===== src/verilog/memPkg.sv =====
package memPkg;

    // access width of a load or store
    typedef enum logic [1:0] {
        sizeByte = 2'd0,
        sizeHalf = 2'd1,
        sizeWord = 2'd2
    } sizeCode_t;

    // one memory word, seen whole or as byte lanes
    // lane 0 is the byte at the lowest address
    typedef union packed {
        logic [31:0]     word;
        logic [3:0][7:0] lanes;
    } memWord_u;

    typedef struct packed {
        logic [31:0] addr;
    } fetchReq_t;

    typedef struct packed {
        logic [31:0] addr;
        memWord_u    wdata;
        logic        store;
        sizeCode_t   size;
    } dataReq_t;

    typedef struct packed {
        memWord_u data;
    } memResp_t;

    // index of the last byte moved for a given size
    // the unused code is treated as a word
    function automatic logic [1:0] lastByteIdx(sizeCode_t size);
        logic [1:0] idx;
        case (size)
            sizeByte: begin
                idx = 2'd0;
            end
            sizeHalf: begin
                idx = 2'd1;
            end
            sizeWord: begin
                idx = 2'd3;
            end
            default: begin
                idx = 2'd3;
            end
        endcase
        return idx;
    endfunction

    // fetches always move a full instruction
    localparam logic [1:0] fetchLastIdx = 2'd3;

endpackage

===== src/verilog/storeSerializer.sv =====
`timescale 1ns/1ns

module storeSerializer (
    input  logic             clk,
    input  logic             rst,
    input  logic             loadEn,
    input  memPkg::memWord_u storeWord,
    input  logic [1:0]       byteIdx,
    output logic [7:0]       writeByte
);

    memPkg::memWord_u heldWord;

    // captured at acceptance, the requester may move on afterwards
    always_ff @(posedge clk) begin
        if (rst) begin
            heldWord.word <= 32'd0;
        end else if (loadEn) begin
            heldWord <= storeWord;
        end
    end

    // little-endian, lane 0 goes to the base address
    assign writeByte = heldWord.lanes[byteIdx];

endmodule


===== config.mk =====
export PLATFORM = sky130hd
export DESIGN_NAME = storeSerializer
export DESIGN_NICKNAME = d
export VERILOG_FILES = /design/src/verilog/memPkg.sv /design/src/verilog/storeSerializer.sv
export SDC_FILE = /design/constraint.sdc
export NUM_CORES = 1
export LEC_CHECK = 0
export BUFFER_PORTS_ARGS = -buffer_cell sky130_fd_sc_hd__buf_2
export CORE_UTILIZATION = 44
export DETAILED_ROUTE_END_ITERATION = 10
export PLACE_DENSITY = 0.74
export SLEW_MARGIN = 10
export SYNTH_ARGS = -nofsm -noshare
export SYNTH_HDL_FRONTEND = slang
export SYNTH_SLANG_ARGS = --single-unit
export TNS_END_PERCENT = 100

===== constraint.sdc =====
create_clock -name clk -period 0.8 [get_ports clk]
set_input_delay 0.08 -clock clk [delete_from_list [all_inputs] [get_ports clk]]
set_output_delay 0.08 -clock clk [all_outputs]
set_load 0.02 [all_outputs]

==> flow_metrics.tcl <==
set metrics [dict create \
    slowest_delay_ns 0.49 \
    core-area_um2 2810 \
    via_count 1070 \
    fin_crit_ns 1.37 \
    yosysWarnings 0 \
    dpl.hpwl_um 1810 \
    n_antenna_cell 0 \
    setup_slack_ns -0.571 \
    critPathMaxFanout 2 \
    io_pins 45 \
    cts.sinks 32 \
    largest_reg_flops 32 \
    holdPathStages 3 \
    setup_viol_count_final 9 \
    grt_max_degree 33 \
    whs_ns 0.000302 \
    htreeDepth 2 \
    status "finished with violations" \
    wl_um 2700 \
    fin_area_um2 2000 \
    drive_gt1_frac 0.432 \
    n_fill_cell 208 \
    fin_worst_skew_ns 0 \
    top_register "heldWord" \
    ys_types 8 \
    crit_arrival_ns 1.29 \
    placementRows 19 \
    die-height_um 56.9 \
    dp_cells 190 \
    hp-class "primary input to flip-flop" \
    worstPathRequired_ns 0.72 \
    first_iter_violations 51 \
    nNetsFinal 226 \
    top_regs "heldWord x32" \
    syn_area_um2 1330 \
    reg2reg_depth 4 \
    r2r-start "heldWord[25]" \
    rsz0062_at_grt "true" \
    crit_chain "mux4_2, buf_6" \
    maxCapViolCount 0 \
    cp-end-kind "output port" \
    die_w_um 56.9 \
    grt_use_total 0.186 \
    p_per_area_nw_per_um2 1670 \
    cp-start-kind "flip-flop" \
    wire_per_inst_um 12.2 \
    failed_checks "DRC, setup timing" \
    detailedRoute.firstPassIterationCount 6 \
    hold_start "storeWord[22]" \
    async_flop_share 0 \
    routabilityCongestion 0.716 \
    post-place-ws_ns -0.281 \
    ys.flop_type "dfxtp_1" \
    multi_input_area_um2 621 \
    instances_no_fill 221 \
    yosysSeqAreaShare 0.483 \
    crit_start "heldWord[29]" \
    whs_endpoint "heldWord[22]" \
    grt_pass1_vias 1149 \
    drc 9 \
    synth-edff-count 0 \
    synth_area_per_cell_um2 11.7 \
    clk_pin_slew_ns 0.09 \
    slew_viol_final 0 \
    yosysTopAreaCell "dfxtp_1" \
    yosys-top-cells-area "dfxtp_1, mux2i_1, mux4_2" \
    tritoncts "built" \
    grt_pass1_wl_um 4650 \
    area_delta_synth_final_pct 50.7 \
    finalPower_w 0.00334 \
    postSynthCellCount 113 \
    die_area_um2 3240 \
    relSlewSlack 0.867 \
    io_buffer_count 44 \
    cts-root-buf "clkbuf_4" \
    synth_nets 150 \
    overflow 0 \
    peakVddDrop_v 0.000958 \
    seq_area_um2 652 \
    worst_pin_slew_ns 0.200 \
    clock.fmax_ghz 0.729 \
    cts_buffers 5 \
    clk_latency_ns 0.31 \
    synth_seq_cells 32 \
    crit_path_top_delay_cell "mux4_2" \
    crit_type "flip-flop to output port" \
    finalCritPeriodShare 1.71 \
    cts_max_path_buffers 2 \
    grt_antenna_before_repair 0 \
    synth.top_cell.area_share 0.483 \
    dpl-instance-area_um2 1650 \
    antenna_left 0 \
    initial_core_util 0.473 \
    yosys-top-cells-count "dfxtp_1, mux2i_1, nor2_1" \
    via_per_inst 4.84 \
    p_leak_nw 0.967 \
    rrSetupSlack_ns -0.02 \
    hold_violations 0 \
    r2r_end "heldWord[25]" \
]
-- per-layer routing --
metal,vias up,global-route usage,share of wire
li1,544,-,-
met1,495,0.209,0.41
met2,29,0.341,0.53
met3,2,0.0544,0.051
met4,0,0.0523,0.0070
met5,-,0,0
-- worst max-delay path: cells and delay by family (launching register included) --
| kind | cells | cell delay, ns |
|---|---|---|
| flops | 1 | 0.33 |
| buf+inv | 1 | 0.15 |
| mux | 1 | 0.49 |
-- power by group --
| part | leakage, nW | internal, W | switching, W |
|---|---|---|---|
| logic | 0.667 | 0.000415 | 0.000260 |
| registers | 0.267 | 0.00169 | 0.0000446 |
| clock network | 0.0326 | 0.000433 | 0.000491 |
-- layout by cell type, fill, tap and decap left out --
cell / Yosys / final
clkbuf_8: 0 / 1
buf_4: 0 / 9
clkbuf_1: 3 / 2
mux2i_1: 32 / 32
buf_6: 4 / 10
dlygate4sd3_1: 0 / 19
mux4_2: 8 / 8
dfxtp_2: 0 / 9
dfxtp_1: 32 / 23
buf_12: 0 / 4
clkbuf_4: 0 / 5
buf_2: 1 / 36
nor2_1: 32 / 32
-- cell families after synthesis --
group | synth area share
flops | 0.483
mux | 0.377
simple gates | 0.0905
buf+inv | 0.0499
-- how the worst max path moves through the flow --
stage | end | slack (ns)
final | writeByte[5] | -0.57
after detailed placement | writeByte[3] | -0.28
after CTS | writeByte[4] | -0.57
after global placement | writeByte[5] | -0.27
after floorplan | writeByte[0] | -0.1
after global routing | writeByte[5] | -0.60
-- final cells by class --
class / count / share of cell area
clock buffers: 8 / 0.0294
flip-flops and latches: 32 / 0.326
well taps: 31 / 0.0194
multi-input cells: 72 / 0.310
repair buffers: 78 / 0.315
-- timing repair --
item / CTS / global route
resized for setup: 17 / 10
hold buffers: 18 / 1
endpoints found under the hold margin: 18 / 1
buffers inserted: 1 / 4
pin swaps: 0 / 1
endpoints found under the setup margin: 8 / 9
-- per-stage QoR --
| stage | utilization | TNS [ns] |
|---|---|---|
| global placement | 0.589 | -2.06 |
| global route | 0.713 | -4.79 |
| finish | 0.713 | -4.37 |
| CTS | 0.695 | -4.43 |
| detailed placement | 0.589 | -2.11 |
| floorplan | - | -0.761 |
(Power assumes the default switching activity.)
