File: src/verilog/memPkg.sv
package memPkg;

    // access width of a load or store
    typedef enum logic [1:0] {
        sizeByte = 2'd0,
        sizeHalf = 2'd1,
        sizeWord = 2'd2
    } sizeCode_t;

    // one memory word, seen whole or as byte lanes
    // lane 0 is the byte at the lowest address
    typedef union packed {
        logic [31:0]     word;
        logic [3:0][7:0] lanes;
    } memWord_u;

    typedef struct packed {
        logic [31:0] addr;
    } fetchReq_t;

    typedef struct packed {
        logic [31:0] addr;
        memWord_u    wdata;
        logic        store;
        sizeCode_t   size;
    } dataReq_t;

    typedef struct packed {
        memWord_u data;
    } memResp_t;

    // index of the last byte moved for a given size
    // the unused code is treated as a word
    function automatic logic [1:0] lastByteIdx(sizeCode_t size);
        logic [1:0] idx;
        case (size)
            sizeByte: begin
                idx = 2'd0;
            end
            sizeHalf: begin
                idx = 2'd1;
            end
            sizeWord: begin
                idx = 2'd3;
            end
            default: begin
                idx = 2'd3;
            end
        endcase
        return idx;
    endfunction

    // fetches always move a full instruction
    localparam logic [1:0] fetchLastIdx = 2'd3;

endpackage
File: src/verilog/memArbiter.sv
`timescale 1ns/1ns

module memArbiter (
    input  logic              clk,
    input  logic              rst,
    input  logic              stall,
    input  memPkg::fetchReq_t fetchReq,
    input  logic              fetchReqValid,
    output logic              fetchReqReady,
    output logic              fetchRespValid,
    input  logic              fetchRespReady,
    input  memPkg::dataReq_t  dataReq,
    input  logic              dataReqValid,
    output logic              dataReqReady,
    output logic              dataRespValid,
    input  logic              dataRespReady,
    output logic [31:0]       ramAddr,
    output logic              ramWrite,
    output logic [1:0]        byteIdx,
    output logic              captureEn,
    output logic              loadEn,
    output logic              clear,
    output logic              respToData
);

    typedef enum logic [2:0] {
        stIdle,
        stFetch,
        stLoad,
        stStore,
        stRespond
    } state_t;

    state_t      state;
    logic [31:0] baseAddr;
    logic [1:0]  lastIdx;
    logic [1:0]  idx;
    logic        ownerData;
    logic        capPend;

    logic        fetchAccept;
    logic        dataAccept;
    logic        reading;
    logic        respDone;

    // data side wins when both ask in the same cycle
    assign dataReqReady  = (state == stIdle);
    assign fetchReqReady = (state == stIdle) && !dataReqValid;

    assign dataAccept  = dataReqValid && dataReqReady && !stall;
    assign fetchAccept = fetchReqValid && fetchReqReady && !stall;

    assign clear  = dataAccept || fetchAccept;
    assign loadEn = dataAccept && dataReq.store;

    assign reading = (state == stFetch) || (state == stLoad);

    assign ramAddr  = baseAddr + {30'd0, idx};
    assign byteIdx  = idx;
    assign ramWrite = (state == stStore) && !stall;

    // readByte holds the byte addressed on the last advancing cycle
    assign captureEn = capPend;

    assign fetchRespValid = (state == stRespond) && !ownerData;
    assign dataRespValid  = (state == stRespond) && ownerData;
    assign respToData     = ownerData;
    assign respDone       = ownerData ? dataRespReady : fetchRespReady;

    always_ff @(posedge clk) begin
        if (rst) begin
            capPend <= 1'b0;
        end else begin
            capPend <= reading && !stall;
        end
    end

    always_ff @(posedge clk) begin
        if (rst) begin
            state     <= stIdle;
            idx       <= 2'd0;
            lastIdx   <= 2'd0;
            ownerData <= 1'b0;
        end else if (!stall) begin
            case (state)
                stIdle: begin
                    if (dataAccept) begin
                        baseAddr  <= dataReq.addr;
                        lastIdx   <= memPkg::lastByteIdx(dataReq.size);
                        ownerData <= 1'b1;
                        idx       <= 2'd0;
                        state     <= dataReq.store ? stStore : stLoad;
                    end else if (fetchAccept) begin
                        baseAddr  <= fetchReq.addr;
                        lastIdx   <= memPkg::fetchLastIdx;
                        ownerData <= 1'b0;
                        idx       <= 2'd0;
                        state     <= stFetch;
                    end
                end
                stFetch, stLoad, stStore: begin
                    // idx wraps after a word, leaving the last lane one step behind
                    idx <= idx + 2'd1;
                    if (idx == lastIdx) begin
                        state <= stRespond;
                    end
                end
                stRespond: begin
                    if (respDone) begin
                        state <= stIdle;
                    end
                end
                default: begin
                    state <= stIdle;
                end
            endcase
        end
    end

endmodule

File: config.mk
export PLATFORM = sky130hd
export DESIGN_NAME = memArbiter
export DESIGN_NICKNAME = d
export VERILOG_FILES = /design/src/verilog/memPkg.sv /design/src/verilog/memArbiter.sv
export SDC_FILE = /design/constraint.sdc
export NUM_CORES = 1
export LEC_CHECK = 0
export ABC_AREA = 1
export BUFFER_PORTS_ARGS = -buffer_cell sky130_fd_sc_hd__buf_2
export CAP_MARGIN = 20
export CORE_ASPECT_RATIO = 1.4
export CORE_MARGIN = 10
export CORE_UTILIZATION = 41
export CTS_CLUSTER_SIZE = 10
export DETAILED_ROUTE_END_ITERATION = 10
export GPL_TIMING_DRIVEN = 0
export MAX_ROUTING_LAYER = met4
export PLACE_DENSITY_LB_ADDON = 0.2
export REMOVE_ABC_BUFFERS = 1
export SLEW_MARGIN = 10
export SYNTH_ARGS = -nofsm -noshare
export SYNTH_HDL_FRONTEND = slang
export SYNTH_SLANG_ARGS = --single-unit
File: constraint.sdc
create_clock -name clk -period 2.6 [get_ports clk]
set_input_delay 0.52 -clock clk [delete_from_list [all_inputs] [get_ports clk]]
set_output_delay 0.52 -clock clk [all_outputs]
set_load 0.005 [all_outputs]
==> results.toml <==
[setup_path]
path_cells = "ha_4, inv_2, fa_2, nor2_4, nand4_4, nor2_4, nand2_2, nor2_2, xor2_1, buf_2"
path_common_cell = "nor2_4"
rr_worst_depth = 5
worst-setup-path-type = "flip-flop to primary output"
cpPeakStageDelay_ns = 0.37
worstSetupEndpointType = "primary output"
critPathArrivalTime_ns = 2.14
crit_family = "simple AND/OR/NAND/NOR gates"
cpMaxStageDelayCell = "edfxtp_1"
required_ns = 2.08
cp-start-kind = "flip-flop"
crit_path_start = "baseAddr[0]"
critical_path_buf_inv_count = 2
crit_fanout = 6
worst-path-stages = 10
r2r_start = "state[2]"

[job]
maxCapViolCount = 0

[synth]
synth_area_um2 = 2810
seq_area_frac_synth_pct = 40.6
yosysUniqueCellTypes = 29
synth.largest_area_cell = "edfxtp_1"
synth_top_area_share_pct = 34.2
syn_avg_cell_area_um2 = 7.51
synth_warnings = 0
netlist_instances = 374
synth.area.top_cells = "edfxtp_1 34%, nand2_1 21%, dfxtp_1 6.4%"
synth_seq_cells = 41

[clocking]
clockBufferDepth = 2
cts_sinks = 41
cts_tree = "yes"
numCtsBuffers = 5
clk_latency_ns = 0.28
clk_pin_slew_ns = 0.07
htree_levels = 2
cts_root_buf = "clkbuf_8"
hold_buffers = 0

[floorplan]
die-area_um2 = 10600
std_cell_rows = 35
die_h_um = 118
io_pins = 149
die_width_um = 89.9
initial_core_util_pct = 42.5
core_area_um2 = 6610

[route]
drc = 0
wire_per_inst_um = 13.6
first_iter_violations = 114
antenna_left = 0
drt-pass1-iter-count = 4
wirelength_um = 8040
avgViaCountPerCell = 4.63
vias = 2734

[timing]
min_period_ns = 2.66
drv_slew = 0
fmax_mhz = 376
slew-limit-headroom_pct = 67.0
min_period_over_period_pct = 102
setup_viol = 3
rsz0062_at_grt = "yes"
whs_ns = 0.493
final_hold_viol_count = 0
setup_ws_ns = -0.0587
skew_ns = 0.00289
tightestPinTransition_ns = 0.493
setup_tns_ns = -0.115

[cells_and_area]
num_antenna_cells = 0
drive_above_1_share_pct = 34.1
finalNonFillerCells = 591
syn_to_final_growth_pct = 31.8
fin_nets = 607
stdcell_area_um2 = 3700

[grt]
grt_max_degree = 41
antenna_found_initial = 0
track_usage_pct = 14.4
grt_remaining_overflow = 0
grt_pass1_vias = 2779
grt_first_pass_wirelength_um = 12500

[placed_design]
dp_hpwl_um = 6500
dp_cells = 575
place_area_um2 = 3480
portBuffers = 116
gp_congestion = 0.889

[min_path]
hold_path_depth = 3
min_path_type = "input port to flip-flop"
hp-start = "dataReq[0]"

[outcome]
violations = "negative setup slack"
outcome = "finished with violations"

[power_and_ir_drop]
leakage_nw = 1.77
max-vdd-ir-drop_mv = 0.666
p_per_area_nw_per_um2 = 681
timing repair:
item,4_1_cts,5_1_grt
cloned,1,1
pin swaps,6,5
gates resized for setup,14,5
setup buffers,4,2
endpoints found under the setup margin,48,18
cell type report:
cell class	count	area (µm²)
inverter	37	144
sequential	41	1150
timing repair buffer	122	629
multi-input combinational	291	1570
fill	650	2910
clock buffer	8	90.1
tap	92	115
routing by layer:
| metal | track usage [%] | part of all wire [%] |
|---|---|---|
| met2 | 26.6 | 53 |
| met3 | 3.00 | 4.1 |
| met4 | 3.39 | 1.0 |
| met5 | - | 0 |
| met1 | 15.2 | 42 |
where the power goes:
group	total, mW	switching [mW]	internal, mW
Sequential	1.01	0.118	0.887
Combinational	1.09	0.687	0.408
Clock	0.421	0.204	0.217
Total	2.52	1.01	1.51
cell usage after synthesis:
master / count
nor2_4: 3
nand3_1: 11
dfxtp_1: 9
xor2_1: 20
a21oi_4: 1
nand2_1: 159
a21oi_1: 4
fa_1: 1
nand4_1: 5
a21oi_2: 2
inv_2: 2
o21bai_1: 1
nor2_2: 8
buf_2: 7
xnor2_1: 9
and2_1: 2
nand3b_1: 2
nor3_1: 11
inv_1: 35
nand4_4: 1
nor2_1: 29
nand2_2: 5
o21ai_0: 1
o311ai_1: 1
o211ai_1: 1
ha_1: 2
nand3_2: 2
edfxtp_1: 32
nor3_2: 8
final timing paths:
| check | end | slack, ns |
|---|---|---|
| worst min register to register | respToData | 0.53 |
| worst max-delay path | ramAddr[26] | -0.06 |
| worst min-delay path | lastIdx[0] | 0.49 |
| worst max register to register | baseAddr[25] | 0.40 |
worst min-delay path: stages:
cell and delay, ns:
buf_2 0.08, o311ai_1 0.09, inv_1 0.05
cell families after synthesis:
group                    Yosys count  share of synthesized area [%]
flip-flops                        41                           40.6
AND/OR/NAND/NOR                  246                           39.6
adder cells (fa/ha/maj)            3                           1.60
AO/OA/AOI/OAI                     11                           2.94
buffers and inverters             44                           6.19
XOR/XNOR                          29                           9.05
through the flow:
stage               utilization [%]  power, mW  worst slack [ns]
global route                   56.0       2.74            -0.208
global placement               52.5       2.01             -2.08
detailed placement             52.6       2.04            -0.918
floorplan                         -       1.65            -0.913
finish                         56.0       2.52           -0.0587
CTS                            55.2       2.51            -0.111
registers in the layout (all words and copies together) (netlist names):
name and count:
baseAddr 32, byteIdx 2, captureEn 1, lastIdx 2, respToData 1, state 3
layout by cell type (no fill, tap or decap), types with 6 or more instances in the layout:
master,instances
nand2_1,159
buf_2,116
inv_1,34
edfxtp_1,32
nor2_1,26
xor2_1,20
nand3_1,11
nor3_1,11
xnor2_1,9
nor2_2,8
nor2_4,7
nor3_2,7
dfxtp_1,7
clkbuf_8,6
No activity file was read; power rests on OpenSTA's default activity.
