## src/verilog/memPkg.sv

```systemverilog
package memPkg;

    // access width of a load or store
    typedef enum logic [1:0] {
        sizeByte = 2'd0,
        sizeHalf = 2'd1,
        sizeWord = 2'd2
    } sizeCode_t;

    // one memory word, seen whole or as byte lanes
    // lane 0 is the byte at the lowest address
    typedef union packed {
        logic [31:0]     word;
        logic [3:0][7:0] lanes;
    } memWord_u;

    typedef struct packed {
        logic [31:0] addr;
    } fetchReq_t;

    typedef struct packed {
        logic [31:0] addr;
        memWord_u    wdata;
        logic        store;
        sizeCode_t   size;
    } dataReq_t;

    typedef struct packed {
        memWord_u data;
    } memResp_t;

    // index of the last byte moved for a given size
    // the unused code is treated as a word
    function automatic logic [1:0] lastByteIdx(sizeCode_t size);
        logic [1:0] idx;
        case (size)
            sizeByte: begin
                idx = 2'd0;
            end
            sizeHalf: begin
                idx = 2'd1;
            end
            sizeWord: begin
                idx = 2'd3;
            end
            default: begin
                idx = 2'd3;
            end
        endcase
        return idx;
    endfunction

    // fetches always move a full instruction
    localparam logic [1:0] fetchLastIdx = 2'd3;

endpackage
```

## src/verilog/loadAssembler.sv

```systemverilog
`timescale 1ns/1ns

module loadAssembler (
    input  logic             clk,
    input  logic             rst,
    input  logic             captureEn,
    input  logic [1:0]       byteIdx,
    input  logic [7:0]       readByte,
    input  logic             clear,
    output memPkg::memResp_t word
);

    memPkg::memWord_u heldWord;
    memPkg::memWord_u mergedWord;
    logic [1:0]       lane;

    // arriving byte was addressed one step before the current index
    assign lane = byteIdx - 2'd1;

    // the last byte goes straight through so the response is complete
    // on its first valid cycle
    always_comb begin
        mergedWord = heldWord;
        if (captureEn) begin
            mergedWord.lanes[lane] = readByte;
        end
    end

    // lanes never written stay zero, which zero-extends short loads
    always_ff @(posedge clk) begin
        if (rst) begin
            heldWord.word <= 32'd0;
        end else if (clear) begin
            heldWord.word <= 32'd0;
        end else if (captureEn) begin
            heldWord.lanes[lane] <= readByte;
        end
    end

    assign word.data = mergedWord;

endmodule

```

## config.mk

```make
export PLATFORM = sky130hd
export DESIGN_NAME = loadAssembler
export DESIGN_NICKNAME = d
export VERILOG_FILES = /design/src/verilog/memPkg.sv /design/src/verilog/loadAssembler.sv
export SDC_FILE = /design/constraint.sdc
export NUM_CORES = 1
export LEC_CHECK = 0
export BUFFER_PORTS_ARGS = -buffer_cell sky130_fd_sc_hd__buf_2
export CORE_MARGIN = 10
export CORE_UTILIZATION = 40
export DETAILED_ROUTE_END_ITERATION = 6
export GPL_TIMING_DRIVEN = 0
export MAX_ROUTING_LAYER = met4
export PLACE_DENSITY = 0.72
export SLEW_MARGIN = 20
export SYNTH_ARGS = -nofsm -noshare
export SYNTH_HDL_FRONTEND = slang
export SYNTH_SLANG_ARGS = --single-unit
```

## constraint.sdc

```tcl
create_clock -name clk -period 2.1 [get_ports clk]
set_input_delay 0.42 -clock clk [delete_from_list [all_inputs] [get_ports clk]]
set_output_delay 0.42 -clock clk [all_outputs]
set_load 0.1 [all_outputs]
```

==> results of run 1 <==
[placed cells by master, fill, tap and decap left out]
| master | netlist | layout |
|---|---|---|
| or3b_2 | 40 | 40 |
| mux2i_1 | 32 | 32 |
| dfxtp_1 | 32 | 32 |
| mux2_2 | 31 | 31 |
| buf_2 | 3 | 28 |
| buf_4 | 0 | 13 |
| clkbuf_1 | 10 | 11 |
| clkbuf_8 | 0 | 5 |
| buf_6 | 1 | 3 |
| clkbuf_4 | 0 | 3 |
| nand3b_1 | 2 | 2 |
| and3b_2 | 2 | 2 |
| nor3b_4 | 0 | 1 |
| nand3_2 | 1 | 1 |
| or3b_1 | 1 | 1 |
| mux2_4 | 1 | 1 |
| clkinv_2 | 0 | 1 |
| buf_12 | 0 | 1 |
[report_power, final]
group / internal, mW / switching (mW)
Sequential: 0.616 / 0.00342
Combinational: 0.0912 / 0.262
Clock: 0.225 / 0.219
Total: 0.932 / 0.484
[tightest hold or removal path, delay by kind of cell, from the launching register on]
family | cells | cell delay [ns]
mux | 1 | 0.05
flops | 1 | 0.30
simple gates | 1 | 0.18
[cell families (layout without fill, tap and decap cells)]
kind of cell,Yosys count,in the layout
multiplexers,64,64
AND/OR/NAND/NOR,47,47
flip-flops,32,32
buffers and inverters,14,65
[metrics by stage]
stage,hold slack [ns],util,area [sq um],std cells
after floorplan,0.554,-,1810,157
after global placement,0.566,0.479,2090,252
after detailed placement,0.569,0.479,2090,252
after CTS,0.582,0.511,2230,260
after global routing,0.600,0.515,2240,260
final,0.579,0.515,2240,260
[area by class of cell]
type / instances / area (sq um) / area share
clock inverters: 1 / 5.00 / 0.00223
well taps: 52 / 65.1 / 0.0290
flip-flops and latches: 32 / 641 / 0.286
clock buffers: 6 / 72.6 / 0.0324
plain buffers: 14 / 75.1 / 0.0335
repair buffers: 44 / 277 / 0.123
multi-input cells: 111 / 1110 / 0.494
[path summary, 6_finish.rpt]
check / slack (ns) / endpoint
max: 0.05 / word[31]
max reg2reg: 1.11 / heldWord[4]
min: 0.58 / heldWord[20]
min reg2reg: 0.58 / heldWord[20]
[per-layer routing]
metal / vias up / share of wire / global-route usage / wire (um)
met5: - / 0 / - / 0
li1: 678 / - / - / -
met3: 6 / 0.070 / 0.0449 / 329
met2: 38 / 0.44 / 0.201 / 2080
met1: 659 / 0.48 / 0.171 / 2270
met4: 0 / 0.0093 / 0.0304 / 44
[repair_timing]
item | CTS | global route
resized for setup | 16 | 5
hold buffers | 0 | 0
buffers inserted | 1 | 0
endpoints found under the setup margin | 22 | 4
==> run metrics, run 1 <==
status=finished clean; vias per inst=around 5.3; Synth top area share=0.355; die height=between 80 and 90 um; maximum fanout along the worst path=9; Max Cap Viol=0; Worst Path Required=roughly 1.7 ns; most frequent cell after synthesis=or3b_2; Worst setup EP type=primary output; Reg2Reg Depth=2; Final #Nets=between 200 and 250; TritonCTS buffer count=5; distinct cell type count after synthesis=13; leak pwr=1.08 nW; final hold violations=0; post-synthesis simple-gate area fraction=0.231; via count=roughly 1400; Least-Margin Pin Slew=between 0.4 and 0.5 ns; vias in the first global route=1537; Post-Place Worst Slack=-0.240 ns; Setup TNS=0 ns; Buf/Inv on CP=3; post-synthesis mux area share=0.379; Regs by FF count=heldWord: 32 flops; final slew viol count=0; critical path start-end classification=in2out; Reg with most FFs=heldWord; Critical Path Source=byteIdx[1]; Area Growth Syn to Fin=24.2%; endpoints failing setup=0; drt first pass iters=4; Critical R2R Launch=heldWord[4]; pwr dens=631 nW/um^2; port bufs=43; clk slew on worst S/H paths=~0.06 ns; CP top delay family=buffers and inverters; XOR/XNOR Fraction of Synth Area=0; Adder-Cell Fraction of Synth Area=0; deepest clock path buffer count=2; # rows=24; critical path launch point type=input pin; critical-path cell list=buf_2, or3b_1, buf_6, mux2_4, buf_6; flops & latches, synth=32; initial DRC count=64; share of cells above drive strength 1=0.625; max frequency=around 500 MHz; total grt overflow=0; clk_skew=0 ns; Ys Warns=0; Chip Width=87.2 um; clk_lat worst skew=roughly 0.28 ns; Rel. slew slack=0.671; Worst Hold Depth=2; cell mode on critical path=buf_6; HP Start=heldWord[20]; largest stage delay on the critical path=0.39 ns; post-synthesis cell area=~1800 sq um; initial core utilization=0.415; Peak supply drop=approximately 360 uV; Top FF cell, synth=dfxtp_1; Core Area=between 4000 and 5000 sq um; CTS Sinks=32; Antenna Nets Post-Route=0; TritonCTS clock tree=done; drt drc=0; largest area contributor in the netlist=dfxtp_1; GRT Overall Usage=0.134; Synth Area in Compound Gates=0; Final Power=1.42 mW; mean post-synth cell area=between 10 and 15 sq um; initial antenna violation count=0; die area=approximately 7600 sq um; filler cell count in the final layout=408; IO Count=46; CP Depth=5; Gate Count Post-Synth=between 150 and 200; # diodes=0; DP Wirelength=around 3300 um; Hold Crit Class=reg2reg; WL/cell=18.2 um; GPL Wtd Cong=0.723; Async SR Flop Fraction=0; post-route setup slack=0.0476 ns; Detailed Route WL=roughly 4700 um; EDFF count, synth=0; CP arrival=around 1.6 ns; Slowest-stage cell, CP=or3b_1; largest family of logic cells by synthesized area=multiplexers; first-pass GRT wire length=a little under 8000 um; post-synthesis sequential area ratio=0.355; most common library cells after synthesis=or3b_2 (40), dfxtp_1 (32), mux2i_1 (32); minimum clock period=a little over 2 ns; max FFs per register=32; syn nets=171; H-tree levels=2; Synth area leaders=dfxtp_1 (35%), or3b_2 (19%), mux2_2 (19%); final worst path period share=0.977; maximum number of pins on one net before global-route repair=11; Clock Root Buffer=clkbuf_8
No activity file was read; power rests on OpenSTA's default activity.
==> run 2: changes to the inputs <==
--- a/config.mk
+++ b/config.mk
@@ -11,7 +11,7 @@
 export DETAILED_ROUTE_END_ITERATION = 6
 export GPL_TIMING_DRIVEN = 0
 export MAX_ROUTING_LAYER = met4
-export PLACE_DENSITY = 0.72
+export PLACE_DENSITY = 0.7
 export SLEW_MARGIN = 20
 export SYNTH_ARGS = -nofsm -noshare
 export SYNTH_HDL_FRONTEND = slang
==> run 2 against run 1 <==
  * Fmax is 0.36% higher
  * Core utilization increased by 0.37 points
  * Wire length down 1.1%
  * Cell count increased by 1.2%
  * Worst setup slack gained 0.0073 ns
  * Hold slack barely moved
  * Sequential power about the same
  * Highest routed layer unchanged
==> run metrics, run 2 (synthesis results as in run 1) <==
leak pwr=1.09 nW (+1.0%); Max Cap Viol=0 (unchanged); clk_skew=0 ns (unchanged); Least-Margin Pin Slew=0.501 ns (+0.00390 ns); Worst setup EP type=primary output; initial DRC count=52 (-19%); final non-filler cell total=263 (+1.2%); Regs by FF count=heldWord: 32 flops; initial antenna violation count=0 (unchanged); crit path to=word[31]; drt first pass iters=4 (unchanged); Critical R2R Launch=heldWord[13]; clk_lat worst skew=0.29 ns (about the same); # diodes=0 (unchanged); most frequent cells in the layout=or3b_2 (40), mux2i_1 (32), dfxtp_1 (32); maximum fanout along the worst path=9 (unchanged); RSZ-0062 raised after global routing=no; GPL Wtd Cong=0.715 (-1.2%); Rel. slew slack=0.668 (-0.00258); CP arrival=1.63 ns (about the same); endpoints failing setup=0 (unchanged); Reg2Reg Depth=2 (unchanged); final worst path period share=0.974 (-0.00349); deepest clock path buffer count=2 (unchanged); vias in the first global route=1499 (-2.5%); maximum number of pins on one net before global-route repair=12 (+1); port bufs=43 (unchanged); Worst Path Required=1.68 ns (about the same); Reg with most FFs=heldWord; TritonCTS clock tree=done; total grt overflow=0 (unchanged); # rows=24 (unchanged); die area=7600 sq um (unchanged); GRT Overall Usage=0.132 (-0.00275); Post-Place Worst Slack=-0.194 ns (+0.0466 ns); final slew viol count=0 (unchanged); Area Growth Syn to Fin=25.1%; Chip Width=87.2 um (unchanged); clk slew on worst S/H paths=0.06 ns (about the same); first-pass GRT wire length=7730 um (-1.7%); die height=87.2 um (unchanged); max frequency=489 MHz (+0.36%); pwr dens=640 nW/um^2 (+1.4%); Peak supply drop=401 uV (+11%); minimum clock period=2.05 ns (-0.00732 ns); Final Power=1.45 mW (+2.1%); CTS Sinks=32 (unchanged); IO Count=46 (unchanged); H-tree levels=2 (unchanged); via count=1404 (+1.7%); Detailed Route WL=4680 um (-1.1%); post-route setup slack=0.0549 ns (+0.00732 ns); DP Wirelength=3320 um (-0.44%); Worst Hold Depth=2 (unchanged); Finished Core Util=0.519 (+0.00373); Antenna Nets Post-Route=0 (unchanged); reg2reg end=heldWord[13]; TritonCTS buffer count=5 (unchanged); placed cell count=252 (unchanged); WL/cell=17.8 um (-2.2%); most common cell after layout, fill and taps aside=or3b_2; final hold violations=0 (unchanged); drt drc=0 (unchanged); share of cells above drive strength 1=0.635 (+0.0101); Critical Path Source=byteIdx[1]; Final #Nets=224 (+0.90%); vias per inst=5.34 (+0.51%); max FFs per register=32 (unchanged); Reg2Reg Setup Slack=1.10 ns (about the same); Core Area=4350 sq um (unchanged); Clock Root Buffer=clkbuf_8; critical path launch point type=input pin; initial core utilization=0.415 (unchanged); Hold Crit Class=reg2reg; critical path start-end classification=in2out; status=finished clean
run 2: critical path, stage by stage:
cell	delay, ns
buf_2	0.15
or3b_1	0.39
buf_6	0.17
mux2_4	0.31
buf_6	0.18
run 2: power breakdown:
group          switching [mW]  total [mW]  internal (mW)
Sequential            0.00352       0.619          0.615
Clock                   0.245       0.475          0.231
Combinational           0.261       0.352         0.0909
run 2: repair_timing:
item | CTS | global route
cloned | 0 | 0
gates resized for setup | 9 | 13
endpoints found under the setup margin | 22 | 11
hold buffers | 0 | 0
buffers inserted | 2 | 1
run 2: how the worst min path moves through the flow:
stage / startpoint / end / slack [ns]
after floorplan: heldWord[10] / heldWord[10] / 0.55
after global placement: heldWord[7] / heldWord[7] / 0.56
after detailed placement: heldWord[7] / heldWord[7] / 0.57
after CTS: heldWord[11] / heldWord[11] / 0.58
after global routing: heldWord[31] / heldWord[31] / 0.60
final: heldWord[11] / heldWord[11] / 0.58
run 2: metal layers:
metal,share of wire,vias up,GRT usage
met5,0,-,-
met4,0.018,0,0.0449
met3,0.065,9,0.0440
met2,0.44,46,0.201
met1,0.47,667,0.159
li1,-,682,-
run 2: metrics by stage:
step,instance area [sq um],TNS [ns],hold WS (ns)
after CTS,2210,0,0.580
after global routing,2260,0,0.602
after detailed placement,2090,-2.08,0.571
final,2260,0,0.578
after floorplan,1810,0,0.554
after global placement,2090,-1.97,0.564
run 2: area by class of cell:
class	instances	area, sq um
multi-input combinational	111	1110
timing repair buffer	46	279
tap	52	65.1
fill	416	2100
clock buffer	5	68.8
sequential	32	641
clock inverter	3	18.8
buffer	14	78.8
